File: src/design/fetch_pkg.sv
`default_nettype none

package fetch_pkg;

    localparam int XLEN = 32;
    localparam int OP_W = 6;

    // major opcodes of the branch group.
    localparam logic [OP_W-1:0] OP_JIRL = 6'b010011;
    localparam logic [OP_W-1:0] OP_B    = 6'b010100;
    localparam logic [OP_W-1:0] OP_BL   = 6'b010101;
    localparam logic [OP_W-1:0] OP_BEQ  = 6'b010110;
    localparam logic [OP_W-1:0] OP_BNE  = 6'b010111;
    localparam logic [OP_W-1:0] OP_BLT  = 6'b011000;
    localparam logic [OP_W-1:0] OP_BGE  = 6'b011001;
    localparam logic [OP_W-1:0] OP_BLTU = 6'b011010;
    localparam logic [OP_W-1:0] OP_BGEU = 6'b011011;

    // jirl r0, r1, 0
    localparam logic [XLEN-1:0] INST_RETURN = {OP_JIRL, 16'h0000, 5'd1, 5'd0};

    localparam int RAS_DEPTH = 8;
    localparam int RAS_PTR_W = 3;

    // two readings of the same instruction word.
    typedef union packed {
        struct packed {
            logic [OP_W-1:0] opcode;
            logic [15:0]     offs16;
            logic [4:0]      rj;
            logic [4:0]      rd;
        } fmt_2ri16;
        struct packed {
            logic [OP_W-1:0] opcode;
            logic [15:0]     offs_lo16;
            logic [9:0]      offs_hi10;
        } fmt_i26;
    } inst_word_u;

endpackage

`default_nettype wire

File: src/design/fetch_item_if.sv
`default_nettype none

interface fetch_item_if import fetch_pkg::*; ();

    logic            fire;         // item leaves the stage.
    logic [XLEN-1:0] pc;
    inst_word_u      inst;
    logic [XLEN-1:0] next_pc;      // upstream prediction.
    logic            next_predict;

    modport stage (
        output fire,
        output pc,
        output inst,
        output next_pc,
        output next_predict
    );

    modport consumer (
        input fire,
        input pc,
        input inst,
        input next_pc,
        input next_predict
    );

endinterface

`default_nettype wire

File: src/design/branch_predecode.sv
`default_nettype none

module branch_predecode import fetch_pkg::*; (
    fetch_item_if.consumer   item,

    output logic            bp_error_o,
    output logic            bp_advance_o,
    output logic [XLEN-1:0] jump_target_o
);

    logic [OP_W-1:0] opcode;
    logic            is_branch;
    logic            is_direct;
    logic [XLEN-1:0] seq_pc;
    logic [XLEN-1:0] offset;

    assign opcode = item.inst.fmt_2ri16.opcode;

    always_comb begin
        is_branch = 1'b0;
        is_direct = 1'b0;
        case (opcode)
            OP_JIRL: is_branch = 1'b1;
            OP_B,
            OP_BL: begin
                is_branch = 1'b1;
                is_direct = 1'b1;      // unconditional, target known now.
            end
            OP_BEQ,
            OP_BNE,
            OP_BLT,
            OP_BGE,
            OP_BLTU,
            OP_BGEU: is_branch = 1'b1;
            default: ;
        endcase
    end

    assign seq_pc = item.pc + XLEN'(4);

    // btb hit on something that cannot jump.
    assign bp_error_o = item.fire & ~is_branch & item.next_predict
                      & (item.next_pc != seq_pc);

    assign bp_advance_o = item.fire & is_direct;

    // 26-bit word offset, hi part sits in the low bits.
    assign offset = {{4{item.inst.fmt_i26.offs_hi10[9]}},
                     item.inst.fmt_i26.offs_hi10,
                     item.inst.fmt_i26.offs_lo16,
                     2'b00};

    assign jump_target_o = item.pc + offset;

endmodule

`default_nettype wire

File: src/design/fetch_frontend.sv
`default_nettype none

module fetch_frontend import fetch_pkg::*; (
    input  wire logic            clk,
    input  wire logic            rst_n,

    input  wire logic            valid_i,
    input  wire logic [XLEN-1:0] pc_i,
    input  wire logic [XLEN-1:0] next_pc_i,
    input  wire logic            next_predict_i,
    input  wire logic            stall_i,
    input  wire logic            flush_i,
    output      logic            stall_o,

    output      logic            wb_cyc_o,
    output      logic            wb_stb_o,
    output      logic [XLEN-1:0] wb_adr_o,
    input  wire logic [XLEN-1:0] wb_dat_i,
    input  wire logic            wb_ack_i,

    output      logic            dec_valid_o,
    output      logic [XLEN-1:0] dec_pc_o,
    output      logic [XLEN-1:0] dec_inst_o,
    output      logic [XLEN-1:0] dec_next_pc_o,
    output      logic            dec_next_predict_o,

    output      logic            redirect_valid_o,
    output      logic [XLEN-1:0] redirect_pc_o,
    output      logic            redirect_predict_o,

    output      logic            btb_inval_o,
    output      logic [XLEN-1:0] btb_inval_pc_o
);

    logic            bp_error;
    logic            bp_advance;
    logic [XLEN-1:0] jump_target;
    logic            ret_hit;
    logic [XLEN-1:0] ret_target;

    fetch_item_if item_bus ();

    fetch_wb_stage u_stage (
        .clk            (clk),
        .rst_n          (rst_n),
        .valid_i        (valid_i),
        .pc_i           (pc_i),
        .next_pc_i      (next_pc_i),
        .next_predict_i (next_predict_i),
        .stall_i        (stall_i),
        .flush_i        (flush_i),
        .stall_o        (stall_o),
        .wb_cyc_o       (wb_cyc_o),
        .wb_stb_o       (wb_stb_o),
        .wb_adr_o       (wb_adr_o),
        .wb_dat_i       (wb_dat_i),
        .wb_ack_i       (wb_ack_i),
        .item           (item_bus.stage)
    );

    branch_predecode u_predecode (
        .item          (item_bus.consumer),
        .bp_error_o    (bp_error),
        .bp_advance_o  (bp_advance),
        .jump_target_o (jump_target)
    );

    return_stack u_ras (
        .clk          (clk),
        .rst_n        (rst_n),
        .item         (item_bus.consumer),
        .ret_hit_o    (ret_hit),
        .ret_target_o (ret_target)
    );

    redirect_select u_select (
        .item               (item_bus.consumer),
        .bp_error_i         (bp_error),
        .bp_advance_i       (bp_advance),
        .jump_target_i      (jump_target),
        .ret_hit_i          (ret_hit),
        .ret_target_i       (ret_target),
        .redirect_valid_o   (redirect_valid_o),
        .redirect_pc_o      (redirect_pc_o),
        .redirect_predict_o (redirect_predict_o),
        .next_pc_o          (dec_next_pc_o),
        .next_predict_o     (dec_next_predict_o)
    );

    assign dec_valid_o = item_bus.fire;
    assign dec_pc_o    = item_bus.pc;
    assign dec_inst_o  = item_bus.inst;   // straight from the bus.

    // stale btb entry for this pc.
    assign btb_inval_o    = bp_error;
    assign btb_inval_pc_o = item_bus.pc;

endmodule

`default_nettype wire

File: src/design/fetch_wb_stage.sv
`default_nettype none

module fetch_wb_stage import fetch_pkg::*; (
    input  wire logic            clk,
    input  wire logic            rst_n,

    input  wire logic            valid_i,
    input  wire logic [XLEN-1:0] pc_i,
    input  wire logic [XLEN-1:0] next_pc_i,
    input  wire logic            next_predict_i,

    input  wire logic            stall_i,
    input  wire logic            flush_i,
    output      logic            stall_o,

    output      logic            wb_cyc_o,
    output      logic            wb_stb_o,
    output      logic [XLEN-1:0] wb_adr_o,
    input  wire logic [XLEN-1:0] wb_dat_i,
    input  wire logic            wb_ack_i,

    fetch_item_if.stage          item
);

    logic            valid_q;
    logic [XLEN-1:0] pc_q;
    logic [XLEN-1:0] next_pc_q;
    logic            next_predict_q;
    logic            load;
    logic            req;

    // held item still waiting for its word.
    assign stall_o = stall_i | (valid_q & ~wb_ack_i);

    assign load = ~stall_o & valid_i;

    always_ff @(posedge clk or negedge rst_n) begin
        if (!rst_n) begin
            valid_q <= 1'b0;
        end else if (flush_i) begin
            valid_q <= 1'b0;                // drop held item.
        end else if (!stall_o) begin
            valid_q <= valid_i;
        end
    end

    always_ff @(posedge clk) begin
        if (load) begin
            pc_q           <= pc_i;
            next_pc_q      <= next_pc_i;
            next_predict_q <= next_predict_i;
        end
    end

    // one classic read per held item, read only.
    assign req      = valid_q & ~flush_i;
    assign wb_cyc_o = req;
    assign wb_stb_o = req;
    assign wb_adr_o = pc_q;

    // ack only counts when decode can take the word.
    assign item.fire         = req & wb_ack_i & ~stall_i;
    assign item.pc           = pc_q;
    assign item.inst         = wb_dat_i;
    assign item.next_pc      = next_pc_q;
    assign item.next_predict = next_predict_q;

endmodule

`default_nettype wire

File: src/design/redirect_select.sv
`default_nettype none

module redirect_select import fetch_pkg::*; (
    fetch_item_if.consumer   item,

    input  wire logic            bp_error_i,
    input  wire logic            bp_advance_i,
    input  wire logic [XLEN-1:0] jump_target_i,
    input  wire logic            ret_hit_i,
    input  wire logic [XLEN-1:0] ret_target_i,

    output      logic            redirect_valid_o,
    output      logic [XLEN-1:0] redirect_pc_o,
    output      logic            redirect_predict_o,
    output      logic [XLEN-1:0] next_pc_o,
    output      logic            next_predict_o
);

    always_comb begin
        redirect_valid_o   = 1'b1;
        redirect_pc_o      = '0;
        redirect_predict_o = 1'b0;
        if (bp_error_i) begin
            redirect_pc_o = item.pc + XLEN'(4);    // fall through.
        end else if (bp_advance_i) begin
            redirect_pc_o = jump_target_i;
        end else if (ret_hit_i) begin
            redirect_pc_o      = ret_target_i;
            redirect_predict_o = 1'b1;           // still a guess.
        end else begin
            redirect_valid_o = 1'b0;
        end
    end

    // decode sees the corrected next pc.
    assign next_pc_o      = redirect_valid_o ? redirect_pc_o : item.next_pc;
    assign next_predict_o = redirect_valid_o ? redirect_predict_o : item.next_predict;

endmodule

`default_nettype wire

File: src/design/return_stack.sv
`default_nettype none

module return_stack import fetch_pkg::*; (
    input  wire logic        clk,
    input  wire logic        rst_n,

    fetch_item_if.consumer   item,

    output logic            ret_hit_o,
    output logic [XLEN-1:0] ret_target_o
);

    localparam int CNT_W = RAS_PTR_W + 1;

    logic [XLEN-1:0]      stack_q [RAS_DEPTH];
    logic [RAS_PTR_W-1:0] top_q;
    logic [RAS_PTR_W-1:0] push_ptr;
    logic [CNT_W-1:0]     fill_q;
    logic                 is_call;
    logic                 is_return;
    logic                 push;
    logic                 pop;

    assign is_call   = item.inst.fmt_i26.opcode == OP_BL;
    assign is_return = item.inst == INST_RETURN;

    assign push = item.fire & is_call;
    assign pop  = item.fire & is_return & (fill_q != '0);

    assign push_ptr = top_q + 1'b1;   // wraps, oldest entry lost.

    always_ff @(posedge clk or negedge rst_n) begin
        if (!rst_n) begin
            top_q  <= '0;
            fill_q <= '0;
        end else if (push) begin
            top_q <= push_ptr;
            if (fill_q != CNT_W'(RAS_DEPTH)) begin
                fill_q <= fill_q + 1'b1;
            end
        end else if (pop) begin
            top_q  <= top_q - 1'b1;
            fill_q <= fill_q - 1'b1;
        end
    end

    always_ff @(posedge clk) begin
        if (push) begin
            stack_q[push_ptr] <= item.pc + XLEN'(4);   // link address.
        end
    end

    assign ret_hit_o    = pop;
    assign ret_target_o = stack_q[top_q];

endmodule

`default_nettype wire

File: config.mk
export PLATFORM = sky130hd
export DESIGN_NAME = fetch_frontend
export DESIGN_NICKNAME = d
export VERILOG_FILES = /design/src/design/fetch_pkg.sv /design/src/design/fetch_item_if.sv /design/src/design/branch_predecode.sv /design/src/design/fetch_frontend.sv /design/src/design/fetch_wb_stage.sv /design/src/design/redirect_select.sv /design/src/design/return_stack.sv
export SDC_FILE = /design/constraint.sdc
export NUM_CORES = 1
export LEC_CHECK = 0
export ABC_AREA = 0
export BUFFER_PORTS_ARGS = -buffer_cell sky130_fd_sc_hd__buf_4
export CAP_MARGIN = 30
export CORE_MARGIN = 4
export CORE_UTILIZATION = 51
export CTS_CLUSTER_DIAMETER = 30
export DETAILED_ROUTE_END_ITERATION = 7
export PLACE_DENSITY = 0.77
export SYNTH_ARGS = -nofsm -noshare
export SYNTH_HDL_FRONTEND = slang
export SYNTH_SLANG_ARGS = --single-unit
File: constraint.sdc
create_clock -name clk -period 4.46 [get_ports clk]
set_input_delay 0.446 -clock clk [delete_from_list [all_inputs] [get_ports clk]]
set_output_delay 0.446 -clock clk [all_outputs]
set_load 0.02 [all_outputs]
======== Yosys cells after proc, flatten, opt, wreduce, memory -nomap -nowiden ========
Memory sizes are Yosys's and may differ from the RTL's.
Cells that the tools add are included.
storage, ports and cells
  bits in registers ....................... 73
  bits in writable memories ............... 256
  bits of input ports ..................... 103
  output and inout port bits .............. 200
  word-level logic and storage cells ...... 71
  memories kept ........................... 1
memory list
  memory         depth  bits a word  rd ports  clocked after Yosys merged registers in  write ports  RTL line            RTL
  u_ras.stack_q  8      32           1         0                                        1            return_stack.sv:15  logic [XLEN-1:0] stack_q [RAS_DEPTH];
operators by class
  add/sub/neg operators ................... 6
  equal/unequal tests ..................... 14
  mux-type cells .......................... 21
  bitwise gates (word level) .............. 18
  reduce and logical (&&, ||, !) cells .... 5
operator list
  kind                   number
  $mux 32                4
  $eq 6x5->1 const B     9
  $add 32x3->32 const B  1
  $add 32x32->32         1
  $eq 32x31->1 const B   1
  $ne 32x32->1           1
  $and 1x1->1            12
  $mux 1                 12
  $mux 4                 3
  $reduce_or 9->1        1
  $mux 3                 2
  $not 1->1              5
  $add 4x1->4 const B    1
  $ne 2x2->1 const B     2
  $ne 4x4->1 const B     1
  $reduce_bool 4->1      1
  $sub 4x1->4 const B    1
  $add 3x1->3 const B    1
  $sub 3x1->3 const B    1
  $reduce_and 2->1       1
  $reduce_bool 2->1      1
  $reduce_or 2->1        1
  $or 1x1->1             1

======== Logic depth before layout (Yosys ltp) ========
  word-level depth ........................ 10
  gate-level depth with buffers ........... 14
  gate-level depth less buffers ........... 12

======== Hierarchy ========
A second synthesis with hierarchy kept.
second synthesis, totals
  cells, all modules ...................... 1355
  area total of the unflattened synthesis .. 17986.0 µm²
by module, submodules not included
  module            times used  cells an instance  area an instance (µm²)  sequential area each (µm²)
  return_stack      1           525                10770.3                 7862.5
  branch_predecode  1           386                2746.4                  0.0
  fetch_wb_stage    1           139                2529.9                  1976.9
  redirect_select   1           273                1699.1                  0.0
  fetch_frontend    1           32                 240.2                   0.0

======== Worst setup path before layout ========
Ideal clock, no wire load.
  path type ............................... in2reg
  from .................................... in flush_i
  to ...................................... mem u_ras.stack_q[1][0] (enable)
  library setup time ...................... 0.461 ns
  arrival time ............................ 5.067 ns
  setup slack ............................. -1.068 ns
  stages .................................. 9
  path buffers ............................ 1
  cells stage by stage .................... nor2b_1 -> nor3b_1 -> nand3b_1 -> nor2_1 -> and2_1 -> clkbuf_1 -> inv_1 -> or2_2 -> nor3_1
on the way
  word-level cells in the longest chain between the ends .. 7
ends and longest elaborated chain
  what                          RTL line              RTL
  start: declaration            fetch_frontend.sv:12  input wire logic flush_i,
  $not 1->1                     fetch_wb_stage.sv:56  assign req = valid_q & ~flush_i;
  $and 1x1->1                   fetch_wb_stage.sv:56
  $and 1x1->1 (2 in a row)      fetch_wb_stage.sv:62  assign item.fire = req & wb_ack_i & ~stall_i;
  net dec_valid_o               fetch_frontend.sv:21  output logic dec_valid_o,
  $and 1x1->1                   return_stack.sv:27    assign push = item.fire & is_call;
  $mux 1                        return_stack.sv:48    if (push) begin
  $mux 1 (not written as such)  return_stack.sv:49    stack_q[push_ptr] <= item.pc + XLEN'(4);
  end: declaration              return_stack.sv:15
The timed path passes the listed nets, and every way through them passes these cells.

======== Final worst setup path ========
  from .................................... reg u_stage.pc_q[7] (netlist: u_stage.item.pc[7])
  to ...................................... out dec_next_pc_o[13]
on the way
  word-level cells in the longest chain between the ends .. 5
  elaborated cells on any way between the ends .. 8
  those cells by class .................... 2 x add/sub; 1 x eq/ne; 4 x mux; 1 x bitwise
ends and longest elaborated chain
  what                                      RTL line                                       RTL
  start: declaration                        fetch_wb_stage.sv:26                           logic [XLEN-1:0] pc_q;
  start signal: assignment                  fetch_wb_stage.sv:49                           pc_q <= pc_i;
  $add 32x3->32                             branch_predecode.sv:39, redirect_select.sv:24
  $ne 32x32->1                              branch_predecode.sv:43                         & (item.next_pc != seq_pc);
  $and 1x1->1                               branch_predecode.sv:43
  $mux 32 / $mux 1 (equally long branches)  redirect_select.sv:23                          if (bp_error_i) begin
  $mux 32 *                                 redirect_select.sv:36                          assign next_pc_o = redirect_valid_o ? redirect_pc_o : item.next_pc;
  end: declaration                          fetch_frontend.sv:24                           output logic [XLEN-1:0] dec_next_pc_o,
Mark *: on every way between the ends. The rest lies on a longest branch, timed or not.

==> flow_metrics.env <==
export IMPL_clkLatencyLatePin_ps=590
export IMPL_track_usage_pct=29.5
export IMPL_clock_tree_buffer_depth=3
export IMPL_synth_adder_area_share_pct=2.75
export IMPL_failed_checks="negative setup slack"
export IMPL_die_x_um=190
export IMPL_report_final_hold_viol_count=0
export IMPL_detailroute_via_count=12600
export IMPL_initial_core_util_pct=51.9
export IMPL_synth_xor_area_share_pct=4.28
export IMPL_drcViolationCount=0
export IMPL_synth_edff_count=321
export IMPL_cts_buffer_count=72
export IMPL_cts_max_level=3
export IMPL_worst_setup_path_type="reg2out"
export IMPL_yosysUniqueCellTypes=76
export IMPL_clock_sink_count=329
export IMPL_dp_hpwl_mm=38.0
export IMPL_synthArstFlopShare_pct=2.43
export IMPL_cellLeakagePower_nw=8.62
export IMPL_timing_max_slew_rel_slack_pct=38.6
export IMPL_ys_flop_type="edfxtp_1"
export IMPL_synthesized_cell_area_um2=16900
export IMPL_drt_initial_drc_count=1517
export IMPL_mappedNetlistNets=1355
export IMPL_postRouteAntennaNets=0
export IMPL_final_period_minus_worst_setup_slack_ps=4470
export IMPL_numPlacedInstances=1880
export IMPL_report_final_setup_viol=9
export IMPL_most_frequent_standard_cell_in_the_layout_excluding_fill_and_tap_cells="buf_4"
export IMPL_layout_setup_ws_ps=-6.83
export IMPL_number_of_antenna_violations_at_the_first_check_in_global_routing=0
export IMPL_area_fraction_in_compound_gates_after_synthesis_pct=8.75
export IMPL_synth_mux_area_share_pct=10.7
export IMPL_worst_hold_path_type="in2reg"
export IMPL_leading_cell_types_in_the_layout_fill_and_taps_excluded="398 x buf_4, 321 x edfxtp_1, 73 x clkbuf_16, 64 x mux4_2, 57 x nand2_1"
export IMPL_number_of_standard_cells_after_synthesis=1216
export IMPL_detailedPlace_worstSlack_ps=227
export IMPL_worst_endpoint_required_ps=4010
export IMPL_design_die_area_um2=36200
export IMPL_synth_top_cell_area_share_pct=56.9
export IMPL_worst_setup_hold_path_clk_slew_ps=50
export IMPL_post_drt_wl_per_cell_um=27.3
export IMPL_drv_max_cap_violation_count=0
export IMPL_yosys_top_cells_area="edfxtp_1 57%, mux4_2 8.5%, buf_4 4.5%"
export IMPL_placement_rows=66
export IMPL_slew_at_the_pin_closest_to_its_max_slew_limit_ps=915
export IMPL_tritoncts="built"
export IMPL_fmax_mhz=224
export IMPL_io_pins=303
export IMPL_clk_tree_root_cell="clkbuf_16"
export IMPL_avgViaCountPerCell=6.15
export IMPL_synth_simple_gate_area_share_pct=8.97
export IMPL_detailedRoute_firstPassIterationCount=5
export IMPL_congestion_overflow_gr=0
export IMPL_synth_yosys_seq_area_share_pct=58.1
export IMPL_worstSetupEndpointType="output pin"
export IMPL_floorplan_core_area_um2=32600
export IMPL_grt_first_pass_wirelength_mm=79.2
export IMPL_final_util_pct=68.7
export IMPL_finClkSkew_ps=19.5
export IMPL_status="complete, but fails checks"
export IMPL_maxSlewViolCount=0
export IMPL_largest_net_degree_at_the_start_of_global_routing=57
export IMPL_syn2layout_area_growth_pct=32.4
export IMPL_routed_wl_mm=55.9
export IMPL_whs_ps=26.7
export IMPL_setup_tns_ps=-24.8
export IMPL_synth_warning_count=0
export IMPL_layout_cell_share_with_drive_strength_beyond_1_pct=41.4
export IMPL_design_final_nets=1688
export IMPL_critical_path_arrival_ps=4020
export IMPL_final_cells=2050
export IMPL_port_buffers=302
export IMPL_final_min_period_over_clock_period_pct=100
export IMPL_synthDominantAreaCellType="edfxtp_1"
export IMPL_ffs_latches_synth=329
export IMPL_fin_area_um2=22400
export IMPL_power_total_mw=9.48
export IMPL_place_gp_congestion=1.08
export IMPL_first_global_vias=12200
export IMPL_antennaDiodeCount=0
export IMPL_irDropWorstVdd_uv=330
export IMPL_floorplan_die_height_um=190
export IMPL_combinational_family_with_the_most_area_after_synthesis="multiplexers"
export IMPL_timing_critical_path_fanout_max=17
export IMPL_cellPowerDensity_nw_per_um2=423
export IMPL_start_kind="flop"
export IMPL_synthesis_area_per_instance_um2=13.9
export IMPL_grt_setup_unrepaired="true"
export IMPL_placedInstanceArea_um2=19400
==> synth_stat cells (25+ instances only) <==
master    instances
nor4_1           27
xor2_1           31
buf_4           101
mux4_2           64
a21oi_1          38
edfxtp_1        321
mux2i_1          25
nand4_1          29
o21ai_0          34
a21o_1           50
nor2_1           52
nand3_1          27
ha_1             34
nand2_1          57
inv_1            32
xnor2_1          44
==> what timing repair did <==
action,in CTS,in global routing
endpoints found under the hold margin,8,0
buffers inserted,16,19
cloned,0,1
resized for setup,36,30
pin swaps,3,19
hold buffers,1,0
endpoints found under the setup margin,56,41
==> worst paths after layout <==
kind | from | to | slack, ps | cells after the start
setup / recovery | u_stage.item.pc[7] | dec_next_pc_o[13] | -7 | 13
hold / removal | flush_i | u_stage.valid_q | 30 | 2
setup reg to reg | u_stage.valid_q | u_ras.stack_q[1][11] | 1070 | 9
hold reg to reg | u_ras.fill_q[3] | u_ras.fill_q[3] | 500 | 1
max in group asynchronous | rst_n | u_ras.top_q[0] | 4090 | 2
min in group asynchronous | rst_n | u_stage.valid_q | 220 | 2
==> layer usage <==
layer / vias up / global-route usage [%] / wire length [um]
met5: - / 0 / 0
met4: 0 / 11.1 / 2100
met3: 139 / 6.59 / 5400
met2: 794 / 47.8 / 27300
met1: 6319 / 39.6 / 21100
li1: 5359 / - / -
==> registers in the layout, indices dropped and copies added (netlist names) <==
signal                     cells
u_stage.item.next_pc          32
u_ras.stack_q                256
u_ras.fill_q                   4
u_stage.item.pc               32
u_stage.item.next_predict      1
u_stage.valid_q                1
u_ras.top_q                    3
==> where the power goes <==
part	switching [mW]	internal, mW	total, mW	leakage (nW)
Combinational	0.461	0.340	0.801	4.44
Sequential	0.0428	3.43	3.47	3.01
Clock	1.83	3.38	5.21	1.16
Total	2.33	7.15	9.48	8.62
==> critical path, cell delays in order, from the launching register on <==
cell and delay (ps):
edfxtp_1 500, nand4_1 280, or4_4 630, o32ai_2 270, o211ai_1 160, nor4_1 310, nand4_1 190, o21ai_4 230
inv_6 130, nor3_4 140, buf_4 170, clkbuf_16 170, a21o_1 120, buf_4 130
==> cell type report <==
class / count / area (um^2)
Clock buffer: 78 / 1820
Clock inverter: 55 / 612
Fill cell: 2216 / 10200
Inverter: 33 / 129
Multi-Input combinational cell: 705 / 6310
Sequential cell: 329 / 9840
Tap cell: 442 / 553
Timing Repair Buffer: 408 / 3140
==> kinds of logic (layout without fill, tap and decap cells) <==
family,count (synthesis),in the layout
buffers and inverters,182,574
adder cells (fa/ha/maj),36,36
flip-flops,329,329
XOR/XNOR,78,78
AO/OA/AOI/OAI,210,210
AND/OR/NAND/NOR,281,281
multiplexers,100,100
No activity file was read; power rests on OpenSTA's default activity.
